### config.mk
export PLATFORM = sky130hd
export DESIGN_NAME = draw_map
export DESIGN_NICKNAME = d
export VERILOG_FILES = /design/src/common/map_draw_pkg.sv /design/src/draw_map/draw_map.sv
export VERILOG_INCLUDE_DIRS = /design/src /design/src/common
export SDC_FILE = /design/constraint.sdc
export NUM_CORES = 1
export LEC_CHECK = 0
export ABC_AREA = 1
export BUFFER_PORTS_ARGS = -buffer_cell sky130_fd_sc_hd__buf_2
export CORE_ASPECT_RATIO = 0.75
export CORE_UTILIZATION = 30
export CTS_CLUSTER_DIAMETER = 30
export DETAILED_ROUTE_END_ITERATION = 12
export HOLD_SLACK_MARGIN = 0.02
export SYNTH_ARGS = -nofsm -noshare
export SYNTH_HDL_FRONTEND = slang
export SYNTH_SLANG_ARGS = --single-unit
### constraint.sdc
create_clock -name clk -period 11.02 [get_ports clk]
set_input_delay 2.204 -clock clk [delete_from_list [all_inputs] [get_ports clk]]
set_output_delay 2.204 -clock clk [all_outputs]
set_load 0.005 [all_outputs]
### src/common/map_draw_settings.svh
`ifndef MAP_DRAW_SETTINGS_SVH
`define MAP_DRAW_SETTINGS_SVH

// ####################################################################
// Frame geometry
// ####################################################################

`define FRAME_W      16                     // Pixels per line.
`define FRAME_H      12                     // Lines per frame.
`define FRAME_PIXELS (`FRAME_W * `FRAME_H)  // Words per map and per frame.

// ####################################################################
// Storage widths
// ####################################################################

`define MAP_COUNT    4   // Complete maps held.
`define MAP_AW       10  // Covers MAP_COUNT full maps.
`define FRAME_AW     8   // Covers one frame.
`define PIX_W        32  // ARGB, one byte per channel.

`endif
### src/common/map_draw_pkg.sv
`include "map_draw_settings.svh"

package map_draw_pkg;

	// ####################################################################
	// Pixel word
	// ####################################################################

	typedef struct packed {
		logic [`PIX_W/4-1:0] alpha;
		logic [`PIX_W/4-1:0] red;
		logic [`PIX_W/4-1:0] green;
		logic [`PIX_W/4-1:0] blue;
	} pixel_t;

	// ####################################################################
	// Port bundles
	// ####################################################################

	// Map load port, one word per cycle.
	typedef struct packed {
		logic                en;
		logic [`MAP_AW-1:0]  addr;
		pixel_t              data;
	} map_wr_t;

	// Display read request.
	typedef struct packed {
		logic                en;
		logic [`FRAME_AW-1:0] addr;
	} frame_rd_t;

endpackage

### src/draw_map/draw_map.sv
`timescale 1ns/10ps

`include "map_draw_settings.svh"

module draw_map
	import map_draw_pkg::*;
(
	input  logic                 clk,
	input  logic                 rst_n,
	input  logic                 start,
	input  logic [`MAP_AW-1:0]   base_addr,
	output logic                 done,
	input  pixel_t               pixel,
	input  logic                 mem_rdy,
	output logic                 mem_re,
	output logic [`MAP_AW-1:0]   map_addr,
	input  logic                 frame_rdy,
	output logic                 frame_we,
	output logic [`FRAME_AW-1:0] frame_addr,
	output pixel_t               frame_data
);

	localparam logic [1:0] IDLE               = 2'd0;
	localparam logic [1:0] READ_MEM_PIXEL     = 2'd1;
	localparam logic [1:0] WRITE_FRAME_BUFFER = 2'd2;

	localparam logic [`FRAME_AW-1:0] LAST_PIXEL = `FRAME_AW'(`FRAME_PIXELS - 1);

	logic [1:0] state;
	logic [1:0] nxt_state;
	logic       ld_addr;    // Start accepted in IDLE.
	logic       wr_ok;      // Frame write taken this cycle.
	logic       last_pixel;

	assign last_pixel = (frame_addr == LAST_PIXEL);

	// ####################################################################
	// State and address registers
	// ####################################################################

	always_ff @(posedge clk or negedge rst_n) begin
		if (!rst_n) begin
			state <= IDLE;
		end else begin
			state <= nxt_state;
		end
	end

	// Map address starts at the base, frame address at zero.
	always_ff @(posedge clk or negedge rst_n) begin
		if (!rst_n) begin
			map_addr   <= '0;
			frame_addr <= '0;
		end else if (ld_addr) begin
			map_addr   <= base_addr;
			frame_addr <= '0;
		end else if (wr_ok) begin
			map_addr   <= map_addr + 1'b1;
			frame_addr <= frame_addr + 1'b1;
		end
	end

	always_ff @(posedge clk) begin
		if (mem_re) begin
			frame_data <= pixel;  // Held through back-pressure.
		end
	end

	// ####################################################################
	// Next state and strobes
	// ####################################################################

	always_comb begin
		nxt_state = state;
		ld_addr   = 1'b0;
		wr_ok     = 1'b0;
		mem_re    = 1'b0;
		frame_we  = 1'b0;
		done      = 1'b0;

		case (state)
			IDLE: begin
				if (start) begin
					ld_addr   = 1'b1;
					nxt_state = READ_MEM_PIXEL;
				end
			end
			READ_MEM_PIXEL: begin
				if (mem_rdy) begin
					mem_re    = 1'b1;
					nxt_state = WRITE_FRAME_BUFFER;
				end
			end
			WRITE_FRAME_BUFFER: begin
				frame_we = 1'b1;  // Stays up until accepted.
				if (frame_rdy) begin
					wr_ok = 1'b1;
					if (last_pixel) begin
						done      = 1'b1;
						nxt_state = IDLE;
					end else begin
						nxt_state = READ_MEM_PIXEL;
					end
				end
			end
			default: begin
				nxt_state = IDLE;
			end
		endcase
	end

endmodule

==> results.toml <==
[layout]
antenna_cells = 0
nets = 342
drive_gt1_share_pct = 43.5
regArea_mm2 = 0.00146
nFillCells = 670
area_growth_pct = 32.2
multi_input_area_um2 = 644

[synth]
syn_avg_cell_area_um2 = 11.8
ys_top_cells_by_count = "nand2_1 (36), edfxtp_1 (32), dfrtp_1 (20), nor2_1 (20), inv_1 (16)"
synth_enable_flop_cells = 32
seq_area_frac_synth_pct = 65.7
ys.flop_type = "edfxtp_1"
ys_seq_elements = 52
synthCells = 189
syn_area_mm2 = 0.00222
synth_fp_nets = 238
async_flop_share_pct = 38.5
synth.area.top_cells = "edfxtp_1 (43%), dfrtp_1 (22%), nand2_1 (6.1%)"
synth_most_common_cell = "nand2_1"
synth_top_area_share_pct = 43.2
ys_warn_count = 0
synth_top_cell_by_area = "edfxtp_1"
synth_cell_type_count = 34

[die]
die_w_um = 101
die_h_um = 76.6
start_util_pct = 31.8
ioPinCount = 100
coreArea_mm2 = 0.00699
rows = 26
dieArea_mm2 = 0.00777

[grt]
grt_use_met2_pct = 21.2
gr-total-overflow = 0
use_met1_pct = 19.6
grt_use_met3_pct = 2.66
grt_pass1_wl_um = 8170
grt_max_degree = 35
grt_antenna_before_repair = 0
grt_pass1_vias = 1570
top_usage_layer = "met2"
grt_util_all_layers_pct = 13.7

[worst_setup_path]
reg2reg_slack_ns = 9.46
ff2ff_path_depth = 6
reg2reg_to = "map_addr[4]$_DFFE_PN0P_"
r2r-start = "state[1]$_DFFE_PN0P_"
path_class = "input port to primary output"
cp_data_arrival_time_ns = 3.04
crit_path_start = "frame_rdy"
cp_max_fo = 10
required_ns = 8.82
cp-end-kind = "primary output"
critical_path.startpoint_type = "input port"

[timing]
tns_ns = 0
fmaxAchievable_mhz = 191
skew_ns = 0.00622
slew_viol_final = 0
min_period_over_period_pct = 47.6
setup_violations = 0
fin_worst_hold_slack_ns = 0.542
hold_viol_final = 0
period_minus_slack_ns = 5.24
slew_headroom_pct = 67.6
rsz0062_at_grt = "false"
worst-slew-pin-transition_ns = 0.486

[hold_path]
holdCritStartpoint = "frame_addr[3]$_DFFE_PN0P_"
holdPathStages = 1
worst_hold_path_type = "flop to flop"
worstHoldEndpoint = "frame_addr[3]$_DFFE_PN0P_"

[clock_network]
post-cts-setup-buffer-count = 0
clkLatencyLatePin_ns = 0.29
ctsHoldBuffers = 0
cts_buffers = 5
cts_root_buf = "clkbuf_8"
clkSinkCount = 52
cts_tree = "done"
cts-resized-gates = 0
path_clk_slew_ns = 0.09
cts_buffer_depth = 2
htreeDepth = 2

[drt]
drc = 0
first_iter_violations = 47
vias_per_cell = 4.25
antenna_left = 0
num_vias = 1666
wl_per_cell_um = 12.9
finalWirelength_um = 5060
drt-pass1-iter-count = 4

[power_and_ir_drop]
p_leak_nw = 1.36
ir_worst_vdd_mv = 0.119
power_density_mw_per_mm2 = 215

[placement]
place_congestion = 0.834
dp_hpwl_um = 3860
port_buffers = 99

[job]
cap_viol_max_count = 0

[run_status]
outcome = "complete, no violations"
[through the flow]
step	util [%]	total power, mW	cell area [um2]	worst slack, ns	cells
after floorplan	-	0.419	2220	4.25	189
after global placement	40.2	0.485	2810	5.78	384
after detailed placement	40.2	0.489	2810	5.78	384
after CTS	42.1	0.641	2940	5.78	392
after global routing	42.1	0.678	2940	5.69	392
final	42.1	0.632	2940	5.78	392
[per-layer routing]
metal / share of wire (%) / wire [um]
met3: 4.8 / 241
met5: 0 / 0
met4: 0.53 / 27
met1: 47 / 2370
met2: 48 / 2420
[cell families (layout without fill, tap and decap cells)]
logic type      after synthesis  after routing  synth area share [%]
buf+inv                      23            128                  5.57
fa+ha+maj                     2              2                  1.12
flops                        52             52                  65.7
xor+xnor                      2              2                 0.788
simple gates                 86             86                  20.0
compound gates               24             24                  6.86
[power breakdown]
part / internal, mW / switching (mW)
registers: 0.257 / 0.0347
clock network: 0.0908 / 0.0601
logic: 0.0754 / 0.114
[final cells by class]
cell class | instances | area share (%)
Clock buffer | 6 | 2.47
Clock inverter | 2 | 2.04
Inverter | 20 | 2.64
Multi-Input combinational cell | 114 | 21.9
Sequential cell | 52 | 49.7
Tap cell | 98 | 4.17
Timing Repair Buffer | 100 | 17.1
[cells in the final DEF (no fill, tap or decap), drive strengths merged, types with 6 or more instances in the layout]
master and n:
dfrtp 20, nand2 38, nor2 23, buf 100, clkbuf 6, nand3 13
edfxtp 32, nor3 8, o21ai 13, inv 20
[worst max-delay path, cell delays in order]
cell     delay (ns)
buf_2          0.12
nand3_4        0.18
nor2_4         0.18
nand3_2        0.09
nor3_1         0.13
buf_2          0.14
[worst max path at each step]
stage / to / slack, ns
after floorplan: mem_re / 4.25
after global placement: done / 5.78
after detailed placement: done / 5.78
after CTS: done / 5.78
after global routing: done / 5.69
final: done / 5.78
[flip-flops by register name (all words and copies together) (netlist names)]
register    flops
frame_addr      8
frame_data     32
map_addr       10
state           2
Note: power is estimated with default switching activity, not from simulation.
